**config.mk**
```make
export PLATFORM = sky130hd
export DESIGN_NAME = tile_controller
export DESIGN_NICKNAME = d
export VERILOG_FILES = /design/src/common/tile_pkg.sv /design/src/logic/tile_controller.sv
export SDC_FILE = /design/constraint.sdc
export NUM_CORES = 1
export LEC_CHECK = 0
export BUFFER_PORTS_ARGS = -buffer_cell sky130_fd_sc_hd__buf_4
export CAP_MARGIN = 5
export CORE_ASPECT_RATIO = 1.5
export CORE_UTILIZATION = 29
export DETAILED_ROUTE_END_ITERATION = 6
export PLACE_DENSITY = 0.47
export SYNTH_ARGS = -nofsm -noshare
export SYNTH_HDL_FRONTEND = slang
export SYNTH_SLANG_ARGS = --single-unit
```
**constraint.sdc**
```tcl
create_clock -name clk_i -period 10.56 [get_ports clk_i]
set_input_delay 2.112 -clock clk_i [delete_from_list [all_inputs] [get_ports clk_i]]
set_output_delay 2.112 -clock clk_i [all_outputs]
set_load 0.05 [all_outputs]
```
**src/common/tile_pkg.sv**
```systemverilog
/*
 * shared widths, tile constants and controller step enum
 * for the tiled int8 matrix-multiply engine
 */
package tile_pkg;

  // tile geometry
  localparam int M = 4;         // rows per tile
  localparam int N = 4;         // int8 lanes per word
  localparam int FifoDepth = 2; // result entries in the writer

  typedef logic [31:0] word_t;
  typedef logic [15:0] addr_t;
  typedef logic [7:0] tile_cnt_t;
  typedef logic [1:0] row_cnt_t;
  typedef logic signed [31:0] acc_t;
  typedef logic [4:0] shift_t;

  typedef enum logic [1:0] {
    Idle,
    MatMul,
    Drain
  } step_e;

endpackage

```
**src/logic/tile_controller.sv**
```systemverilog
/*
 * step FSM, tile and row counters, address generation,
 * read issue and outstanding result credit
 */
`timescale 1ns/1ps

module tile_controller #(
  parameter tile_pkg::addr_t IN_BASE  = '0,
  parameter tile_pkg::addr_t W_BASE   = '0,
  parameter tile_pkg::addr_t OUT_BASE = '0
) (
  input  logic                clk_i,
  input  logic                rst_ni,
  input  logic                start_i,
  input  tile_pkg::tile_cnt_t tile_s_i,
  input  tile_pkg::tile_cnt_t tile_e_i,
  input  tile_pkg::tile_cnt_t tile_p_i,
  input  logic                inp_ready_i,
  input  logic                weight_ready_i,
  input  logic                inp_valid_i,
  input  logic                weight_valid_i,
  input  logic                res_taken_i,
  input  logic                wr_idle_i,
  output logic                rd_req_o,
  output tile_pkg::addr_t     inp_addr_o,
  output tile_pkg::addr_t     weight_addr_o,
  output logic                calc_en_o,
  output logic                first_inner_tile_o,
  output logic                last_inner_tile_o,
  output tile_pkg::addr_t     res_addr_o,
  output logic                busy_o,
  output logic                done_o,
  output tile_pkg::step_e     step_o
);

  localparam int CntW = $clog2(tile_pkg::FifoDepth + 1);
  localparam tile_pkg::row_cnt_t RowLast = tile_pkg::row_cnt_t'(tile_pkg::M - 1);

  tile_pkg::step_e     step_q, step_d;
  tile_pkg::tile_cnt_t tile_y_q, tile_y_d;
  tile_pkg::tile_cnt_t tile_x_q, tile_x_d;
  tile_pkg::tile_cnt_t k_q, k_d;
  tile_pkg::row_cnt_t  r_q, r_d;
  logic [CntW-1:0]     outst_q, outst_d;
  tile_pkg::tile_cnt_t e_last, p_last, s_last;
  tile_pkg::addr_t     row, col;
  logic                last_slot;
  logic                push;

  assign e_last = tile_e_i - 1'b1;
  assign p_last = tile_p_i - 1'b1;
  assign s_last = tile_s_i - 1'b1;

  assign row = tile_pkg::addr_t'(tile_y_q * tile_pkg::M + r_q);
  assign col = tile_pkg::addr_t'(tile_x_q * tile_pkg::N); // first of the 4 W columns

  assign inp_addr_o    = IN_BASE + row * tile_e_i + k_q;
  assign weight_addr_o = W_BASE + col * tile_e_i + k_q;
  assign res_addr_o    = OUT_BASE + row * tile_p_i + tile_x_q;

  assign first_inner_tile_o = (k_q == '0);
  assign last_inner_tile_o  = (k_q == e_last);
  assign last_slot = last_inner_tile_o && (r_q == RowLast) &&
                     (tile_x_q == p_last) && (tile_y_q == s_last);

  // a last-tile request needs a free result slot
  assign rd_req_o = (step_q == tile_pkg::MatMul) && inp_ready_i && weight_ready_i &&
                    (!last_inner_tile_o || outst_q < CntW'(tile_pkg::FifoDepth));
  assign calc_en_o = (step_q == tile_pkg::MatMul) && inp_valid_i && weight_valid_i;
  assign push      = calc_en_o && last_inner_tile_o;

  assign done_o = (step_q == tile_pkg::Drain) && (outst_q == '0) && wr_idle_i;
  assign busy_o = (step_q != tile_pkg::Idle);
  assign step_o = step_q;

  always_comb begin
    step_d   = step_q;
    tile_y_d = tile_y_q;
    tile_x_d = tile_x_q;
    r_d      = r_q;
    k_d      = k_q;
    outst_d  = outst_q;
    case (step_q)
      tile_pkg::Idle: begin
        if (start_i) begin
          step_d   = tile_pkg::MatMul;
          tile_y_d = '0;
          tile_x_d = '0;
          r_d      = '0;
          k_d      = '0;
        end
      end
      tile_pkg::MatMul: begin
        if (calc_en_o) begin
          if (!last_inner_tile_o) begin
            k_d = k_q + 1'b1;
          end else begin
            k_d = '0;
            r_d = r_q + 1'b1; // wraps after row 3
            if (r_q == RowLast) begin
              if (tile_x_q == p_last) begin
                tile_x_d = '0;
                tile_y_d = tile_y_q + 1'b1;
              end else begin
                tile_x_d = tile_x_q + 1'b1;
              end
            end
          end
          if (last_slot) begin
            step_d = tile_pkg::Drain;
          end
        end
      end
      tile_pkg::Drain: begin
        if (done_o) begin
          step_d = tile_pkg::Idle;
        end
      end
      default: step_d = tile_pkg::Idle;
    endcase
    if (push && !res_taken_i) begin
      outst_d = outst_q + 1'b1;
    end else if (res_taken_i && !push) begin
      outst_d = outst_q - 1'b1;
    end
  end

  always_ff @(posedge clk_i or negedge rst_ni) begin
    if (!rst_ni) begin
      step_q   <= tile_pkg::Idle;
      tile_y_q <= '0;
      tile_x_q <= '0;
      r_q      <= '0;
      k_q      <= '0;
      outst_q  <= '0;
    end else begin
      step_q   <= step_d;
      tile_y_q <= tile_y_d;
      tile_x_q <= tile_x_d;
      r_q      <= r_d;
      k_q      <= k_d;
      outst_q  <= outst_d;
    end
  end

endmodule

```
Word-level counts from Yosys, hierarchy flattened
Index checks and enable logic that the tools add are counted.
{"block": "classes", "n_mux": 25, "n_mul": 3, "shifts": 0, "n_reduce_logical": 28, "n_addsub": 13, "div_mod_pow": 0, "order_cmp": 1, "eq_ne": 13, "n_bitwise": 0}
{"operator": "$mux 8", "count": 11}
{"operator": "$add 16x8->16", "count": 3}
{"operator": "$pmux 8 s2", "count": 3}
{"operator": "$mul 11x8->16", "count": 2}
{"operator": "$add 8x1->8 const B", "count": 3}
{"operator": "$eq 8x8->1", "count": 3}
{"operator": "$sub 8x1->8 const B", "count": 3}
{"operator": "$mux 2", "count": 9}
{"operator": "$mul 8x8->14", "count": 1}
{"operator": "$ne 2x2->1 const B", "count": 7}
{"operator": "$logic_and 1x1->1", "count": 13}
{"operator": "$add 10x2->11", "count": 1}
{"operator": "$logic_not 8->1", "count": 1}
{"operator": "$reduce_and 4->1", "count": 2}
{"operator": "$pmux 2 s3", "count": 1}
{"operator": "$reduce_and 6->1", "count": 1}
{"operator": "$reduce_bool 2->1", "count": 3}
{"operator": "$reduce_and 5->1", "count": 1}
{"operator": "$add 2x1->2 const B", "count": 2}
{"operator": "$eq 2x2->1 const B", "count": 2}
{"operator": "$logic_not 2->1", "count": 2}
{"operator": "$pmux 2 s2", "count": 1}
{"operator": "$logic_not 1->1", "count": 3}
{"operator": "$reduce_and 3->1", "count": 1}
{"operator": "other kinds (4)", "count": 4}
{"block": "totals", "mem_bits_ro": 0, "register_bits": 30, "mem_count": 0, "wordCells": 89, "latch_bits": 0, "mem_bits_rw": 0}

Depth between registers and ports, before layout
Gate-level depths: netlist (run 1).
{"block": "depth", "depth_word": 8, "depth_mapped": 20, "ltp_nobuf": 18}

Worst setup path before layout (run 1)
OpenSTA, ideal clock, no wires.
{"block": "synth_path", "path_type": "input port to output port", "from": "input port tile_e_i[7]", "to": "output port weight_addr_o[15]", "stages": 18, "n_path_buf": 2, "setup_slack_ns": 1.469, "t_arrival_ns": 6.979, "cell_sequence": "buf_2 -> clkbuf_1 -> nand2_1 -> fa_1 -> fa_1 -> inv_1 -> fa_1 -> inv_1 -> fa_1 -> inv_1 -> ha_1 -> o21ai_0 -> nor2_1 -> o31a_1 -> o22ai_1 -> xor2_1 -> nor4_1 -> xnor2_1"}
{"block": "synth_between", "elab_chain_cells": 2}
{"element": "start: declaration", "line_no": "tile_controller.sv:16", "rtl": "input tile_pkg::tile_cnt_t tile_e_i,"}
{"element": "$mul 8x8->14", "line_no": "tile_controller.sv:58", "rtl": "assign weight_addr_o = W_BASE + col * tile_e_i + k_q;"}
{"element": "$add 16x8->16", "line_no": "tile_controller.sv:58"}
{"element": "end: declaration", "line_no": "tile_controller.sv:26", "rtl": "output tile_pkg::addr_t weight_addr_o,"}
No other way between the ends.

Final worst setup path (run 1)
{"block": "layout_path", "from": "input port tile_e_i[6]", "to": "output port weight_addr_o[15]"}
The elaborated chain is that of the path after synthesis.

==> results of run 1 <==
routing by layer:
| metal | vias up | wire length, um |
|---|---|---|
| met5 | - | 0 |
| met4 | 0 | 890 |
| met3 | 29 | 434 |
| met2 | 107 | 13430 |
| met1 | 3941 | 10550 |
| li1 | 3853 | - |
Yosys cell counts (all sizes together) (2+ instances only):
master | number | area share, %
a21oi | 36 | 1.8
or2 | 5 | 0.32
o2bb2ai | 2 | 0.18
or3 | 10 | 0.63
mux2 | 2 | 0.23
o311ai | 2 | 0.25
clkbuf | 43 | 1.6
a41oi | 3 | 0.26
nand2 | 130 | 4.9
dfrtp | 30 | 7.6
buf | 12 | 0.77
clkinv | 2 | 0.076
xnor2 | 61 | 5.4
and2 | 104 | 6.6
o211ai | 10 | 0.76
nor2b | 14 | 0.88
a31oi | 2 | 0.13
or4 | 2 | 0.15
o22ai | 7 | 0.58
nand2b | 7 | 0.44
xor2 | 25 | 2.2
o21bai | 6 | 0.45
nand4 | 10 | 0.63
inv | 221 | 8.4
a211oi | 3 | 0.28
nor4 | 7 | 0.81
nor3 | 30 | 1.6
nand3 | 20 | 1.0
a211o | 2 | 0.18
nand3b | 3 | 0.23
nor3b | 3 | 0.23
o21a | 6 | 0.45
and3 | 7 | 0.44
nor2 | 58 | 2.2
a21o | 7 | 0.53
nand4b | 2 | 0.18
fa | 146 | 29
o21ai | 30 | 1.5
o31ai | 4 | 0.30
o41ai | 2 | 0.18
ha | 110 | 14
worst register-to-register path, delay by kind of cell (launching register included):
family | cells | cell delay [ns]
and+or+nand+nor | 6 | 1.91
DFF | 1 | 0.49
AOI/OAI and AO/OA | 1 | 0.22
state kept, by name, summed over array words and instances, names as in the netlist:
register / flops
outst_q: 2
step_o: 2
tile_x_q: 8
k_q: 8
tile_y_q: 8
r_q: 2
worst max-delay path by stage:
stage / depth (start not counted) / end / slack, ns / startpoint
floorplan: 18 / weight_addr_o[15] / 1.47 / tile_e_i[7]
global placement: 18 / weight_addr_o[15] / 1.58 / tile_e_i[6]
detailed placement: 18 / weight_addr_o[15] / 1.55 / tile_e_i[6]
CTS: 18 / weight_addr_o[15] / 1.54 / tile_e_i[6]
global route: 17 / weight_addr_o[15] / 1.25 / tile_e_i[6]
finish: 18 / weight_addr_o[15] / 1.59 / tile_e_i[6]
metrics by stage:
step / area, um2 / instances
4_1_cts: 11030 / 1664
6_report: 11030 / 1664
3_5_place_dp: 10900 / 1657
2_1_floorplan: 9920 / 1200
5_1_grt: 11030 / 1664
3_3_place_gp: 10900 / 1657
final cells by class:
class,count,area [um2],area share (%)
tap,420,525.5,4.764
timing repair buffer,92,690.7,6.261
multi-input combinational,892,8094,73.38
sequential,30,750.7,6.806
inverter,223,837.1,7.588
clock buffer,7,132.6,1.202
cell families after synthesis:
group	Yosys count	synth area share [%]
buffers and inverters	278	10.83
xor gates and xnor gates	86	7.593
and+or+nand+nor	416	21.61
DFF	30	7.568
muxes	3	0.3279
AOI/OAI and AO/OA	131	8.729
adders and majority gates	256	43.34
power breakdown:
part | internal (uW) | total (uW) | switching [uW]
clock | 86.1 | 137 | 50.8
combinational | 657 | 1850 | 1200
sequential | 137 | 203 | 65.5
total | 881 | 2190 | 1310
==> reports/metrics.csv, run 1 <==
metric,value,unit
status,finished clean,
Worst path max stage delay,0.55,ns
max-cap check violation count,0,
"Largest delay share family, worst path",adder cells,
DRC,0,
Iteration-0 DRC Markers,262,
setup total negative slack,0,ns
syn avg cell area,8.266,um2
slowest cell on the critical path,fa_1,
via count,7930,
final-stage net count,1533,
"commonest non-fill, non-tap cell in the layout",inv_1,
Clock transition at path regs,0.05,ns
post-CTS resize count,0,
vias in the first global route,8389,
Port Buffers,88,
busiest grt layer,met2,
Hold Slack,0.5074,ns
element type at the critical path start,input pin,
reg2reg start,step_o[0],
clk root buf,clkbuf_16,
Worst Skew,0.003663,ns
count of distinct cell types in the synthesized netlist,69,
Slew HR,42.07,%
Clock Latency Late Sink,0.28,ns
Clock Tree Buf Depth,2,
Ys Warns,0,
GP Congestion,0.7944,
Initial Util,29.57,%
Post-synth ARST share,100.0,%
Crit Path Category,input pin to output port,
crit path time final,8.970,ns
M3 GR Usage,0.7964,%
"setup slack, reg-to-reg",7.89,ns
"Slew Viols, Final",0,
antenna-violating nets left,0,
GRT Util Overall,15.26,%
routed vias/inst,4.766,
drt wl/cell,15.21,um
Detailed Routing Iterations Pass 1,6,
met2 usage,28.80,%
Worst Hold End,outst_q[1],
WP data arrival,6.86,ns
first-pass GRT wire length,42.93,mm
"worst slack, placed",1.546,ns
Reg2Reg Depth,7,
setup slack after layout,1.590,ns
post-synthesis instance total,1200,
synthesized cell area,9920,um2
# clock sinks,30,
# IOs,89,
Layout Utilization,32.88,%
Final Power,2194,uW
layout filler cell count,3494,
syn_nets,1489,
WHS Path Cells,1,
Worst Path Max Fanout,20,
largest net degree at the start of global routing,31,
CTS H-Tree Depth,2,
Chip Width,153.0,um
critical path's most frequent cell,fa_1,
initial antenna violation count,0,
final wirelength,25.31,mm
CTS Buf Count,5,
crit-path cells,buf_4 -> nand2_1 -> fa_1 -> fa_1 -> inv_1 -> fa_1 -> inv_1 -> fa_1 -> inv_1 -> ha_1 -> o21ai_0 -> nor2_1 -> o31a_1 -> nand4b_1 -> or3_1 -> nor4_1 -> xnor2_1 -> buf_4,
"commonest non-fill, non-tap cells in the layout","220 x inv_1, 146 x fa_1, 130 x nand2_1",
Final Hold Viols,0,
RSZ-0062 raised after global routing,false,
"Seq/Total Area, Yosys",7.568,%
placed wire-length estimate,20.89,mm
CP Capture Type,output port,
CTS tree,yes,
peak supply drop,0.2900,mV
global route overflow,0,
Worst Hold Class,flip-flop to flip-flop,
area grow syn2layout,11.20,%
WP buf/inv,5,
CTS Hold Buffers Added,0,
Synth Register Bits,30,
WP data required,8.45,ns
Least-Margin Pin Slew,0.8689,ns
final setup vio count,0,
worst hold path startpoint,outst_q[1],
met1 Use GR,18.00,%
setup bufs post-CTS,0,
# diodes,0,
Post-synth EDFFs,0,
final clock period utilization by the worst path,84.95,%
P_leak,0.005442,uW
# rows,82,
Die Area,34960,um2
Core Area,33550,um2
PD cells,198.9,nW/um2
share of cells above drive strength 1,9.084,%
Die H,228.5,um
r2r endpoint,tile_y_q[4],
f_max,0.1115,GHz
Synth Flop Type,dfrtp_1,
Note: power is estimated with default switching activity, not from simulation.
==> run 2: changes to the inputs <==
--- a/config.mk
+++ b/config.mk
@@ -5,6 +5,7 @@
 export SDC_FILE = /design/constraint.sdc
 export NUM_CORES = 1
 export LEC_CHECK = 0
+export ABC_AREA = 1
 export BUFFER_PORTS_ARGS = -buffer_cell sky130_fd_sc_hd__buf_4
 export CAP_MARGIN = 5
 export CORE_ASPECT_RATIO = 1.5
==> constraint.sdc (replaced) <==
create_clock -name clk_i -period 8.63 [get_ports clk_i]
set_input_delay 1.726 -clock clk_i [delete_from_list [all_inputs] [get_ports clk_i]]
set_output_delay 1.726 -clock clk_i [all_outputs]
set_load 0.05 [all_outputs]
==> reports/metrics.csv, run 2 <==
metric,value,unit,change
status,finished clean,,
"commonest non-fill, non-tap cell in the layout",nand2_1,,
layout filler cell count,3990,,+14%
WP data required,6.90,ns,-1.55 ns
"Slew Viols, Final",0,,unchanged
WP data arrival,6.06,ns,-0.80 ns
Crit Path Category,input pin to output port,,
Hold Slack,0.5041,ns,-0.003297 ns
post-synthesis instance total,1561,,+30%
max-cap check violation count,0,,unchanged
area of the multi-input gates,8063,um2,-0.39%
Post-synth ARST share,100.0,%,unchanged
Detailed Routing Iterations Pass 1,4,,-2
clk root buf,clkbuf_16,,
CTS H-Tree Depth,2,,unchanged
CTS tree,yes,,
Clock transition at path regs,0.05,ns,about the same
placed wire-length estimate,23.40,mm,+12%
DRC,0,,unchanged
# rows,85,,+3.7%
peak supply drop,0.3685,mV,+27%
final std cells w/o fill,2079,,+25%
Critical Path Stages,17,,-1
Worst Hold Class,flip-flop to flip-flop,,
routed vias/inst,4.475,,-6.1%
Chip Width,158.5,um,+3.6%
post-CTS resize count,0,,unchanged
element type at the critical path start,input pin,,
P_leak,0.007296,uW,+34%
syn_nets,1850,,+24%
Crit. Startpoint,tile_e_i[4],,
"Largest delay share family, worst path",adder cells,,
drt wl/cell,13.65,um,-10%
synthesized cell area,10650,um2,+7.4%
post-synth top area share,27.44,%,-2.0 points
Reg2Reg Depth,13,,+6
CP Capture Type,output port,,
Sequential cell area,750.7,um2,unchanged
# diodes,0,,unchanged
Worst path max stage delay,0.53,ns,-0.02 ns
# clock sinks,30,,unchanged
RSZ-0062 raised after global routing,false,,
Post-synth top cells,"442 x nand2_1, 418 x inv_1, 146 x fa_1, 110 x ha_1, 81 x nor2_1",,
most common cell in the synthesized netlist,nand2_1,,
final setup vio count,0,,unchanged
leading registers by flop count,"k_q x8, tile_x_q x8, tile_y_q x8",,
Ys Warns,0,,unchanged
first-pass GRT wire length,48.96,mm,+14%
Worst Path Max Fanout,23,,+15%
WHS Path Cells,1,,unchanged
setup bufs post-CTS,0,,unchanged
area grow syn2layout,11.02,%,
syn avg cell area,6.824,um2,-17%
finished layout cell area,11830,um2,+7.2%
antenna-violating nets left,0,,unchanged
Synth Register Bits,30,,unchanged
Placed Cells,2071,,+25%
Die H,236.7,um,+3.6%
WP buf/inv,6,,+1
crit-path cells,buf_4 -> nand2_1 -> fa_1 -> fa_1 -> inv_1 -> fa_1 -> inv_1 -> fa_1 -> inv_1 -> ha_1 -> a21oi_1 -> nand4_1 -> nand2_1 -> inv_1 -> nor3_1 -> xor2_1 -> buf_4,,
Post-synth EDFFs,0,,unchanged
GP Congestion,0.8754,,+10%
Iteration-0 DRC Markers,363,,+39%
largest net degree at the start of global routing,31,,unchanged
Worst Skew,0.009492,ns,+0.005829 ns
Layout Utilization,32.80,%,-0.076 points
PD cells,261.3,nW/um2,+31%
global route overflow,0,,unchanged
Clock Tree Buf Depth,2,,unchanged
Core Area,36050,um2,+7.5%
reg2reg start,tile_x_q[4],,
via count,9303,,+17%
final wirelength,28.39,mm,+12%
GRT Util Overall,16.41,%,+1.2 points
setup total negative slack,0,ns,unchanged
Initial Util,29.55,%,about the same
crit path time final,7.789,ns,
slowest cell on the critical path,fa_1,,
Least-Margin Pin Slew,0.9852,ns,+0.1163 ns
f_max,0.1284,GHz,
vias in the first global route,10150,,+21%
Synth Flop Type,dfrtp_1,,
initial antenna violation count,0,,unchanged
Final Hold Viols,0,,unchanged
"commonest non-fill, non-tap cells in the layout","442 x nand2_1, 418 x inv_1, 146 x fa_1",,
CTS Hold Buffers Added,0,,unchanged
Port Buffers,88,,unchanged
Synth area leaders,"fa_1 27%, nand2_1 16%, inv_1 15%",,
placed inst area,11680,um2,+7.2%
CTS Buf Count,5,,unchanged
count of distinct cell types in the synthesized netlist,38,,-45%
post-synth top area cell,fa_1,,
Slew HR,34.32,%,-7.8 points
Die Area,37520,um2,+7.3%
# IOs,89,,unchanged
final-stage net count,1889,,+23%
Clock Latency Late Sink,0.28,ns,about the same
share of cells above drive strength 1,6.996,%,-2.1 points
"Seq/Total Area, Yosys",7.047,%,-0.52 points
final clock period utilization by the worst path,90.26,%,
worst hold path startpoint,outst_q[1],,
-- run 2: cell count changes after synthesis, sizes merged, moves of 34 or more --
cell	previous run	this run
xor2	25	59
inv	221	420
xnor2	61	22
nand2	130	445
and2	104	0
nand3	20	68
-- run 2: stage by stage --
stage | worst slack [ns] | total power, uW
global placement | 0.8340 | 2922
CTS | 0.7965 | 3141
finish | 0.8408 | 3090
global route | 0.4461 | 3405
detailed placement | 0.8083 | 2941
floorplan | 0.3997 | 2211
-- run 2: final timing paths --
check                                         end  slack, ns
worst max-delay path            weight_addr_o[12]       0.84
max in group asynchronous             tile_y_q[1]       6.94
min in group asynchronous                  k_q[0]       1.38
worst min register to register         outst_q[1]       0.50
worst min-delay path                   outst_q[1]       0.50
worst max register to register        tile_y_q[2]       6.12
-- run 2: cell type report --
| cell class | instances | area share, % |
|---|---|---|
| inverters | 420 | 13.33 |
| well taps | 478 | 5.057 |
| clock inverters | 1 | 0.04232 |
| clock buffers | 7 | 1.206 |
| repair buffers | 92 | 5.840 |
| multi-input cells | 1051 | 68.18 |
| flip-flops and latches | 30 | 6.348 |
-- run 2: kinds of logic (layout without fill, tap and decap cells) --
kind of cell               Yosys count  in the layout  share of synthesized area, %
and+or+nand+nor                    644            644                         24.92
buffers and inverters              480            520                         17.27
adders and majority gates          256            256                         40.36
xor gates and xnor gates            82             82                         6.871
AOI/OAI and AO/OA                   69             69                         3.535
DFF                                 30             30                         7.047
-- run 2: power by group --
group	internal [uW]	switching [uW]	leakage, uW
sequential	169	126	0.000397
clock	114	66.9	0.0000739
combinational	838	1780	0.00683
total	1120	1970	0.00730
-- run 2: layer usage --
layer	global-route usage (%)	routed length (um)	vias up	part of all wire (%)
li1	-	-	4632	-
met1	17.33	10970	4494	39
met2	33.81	16210	138	57
met3	0.9517	672	39	2.4
met4	4.050	540	0	1.9
met5	0	0	-	0
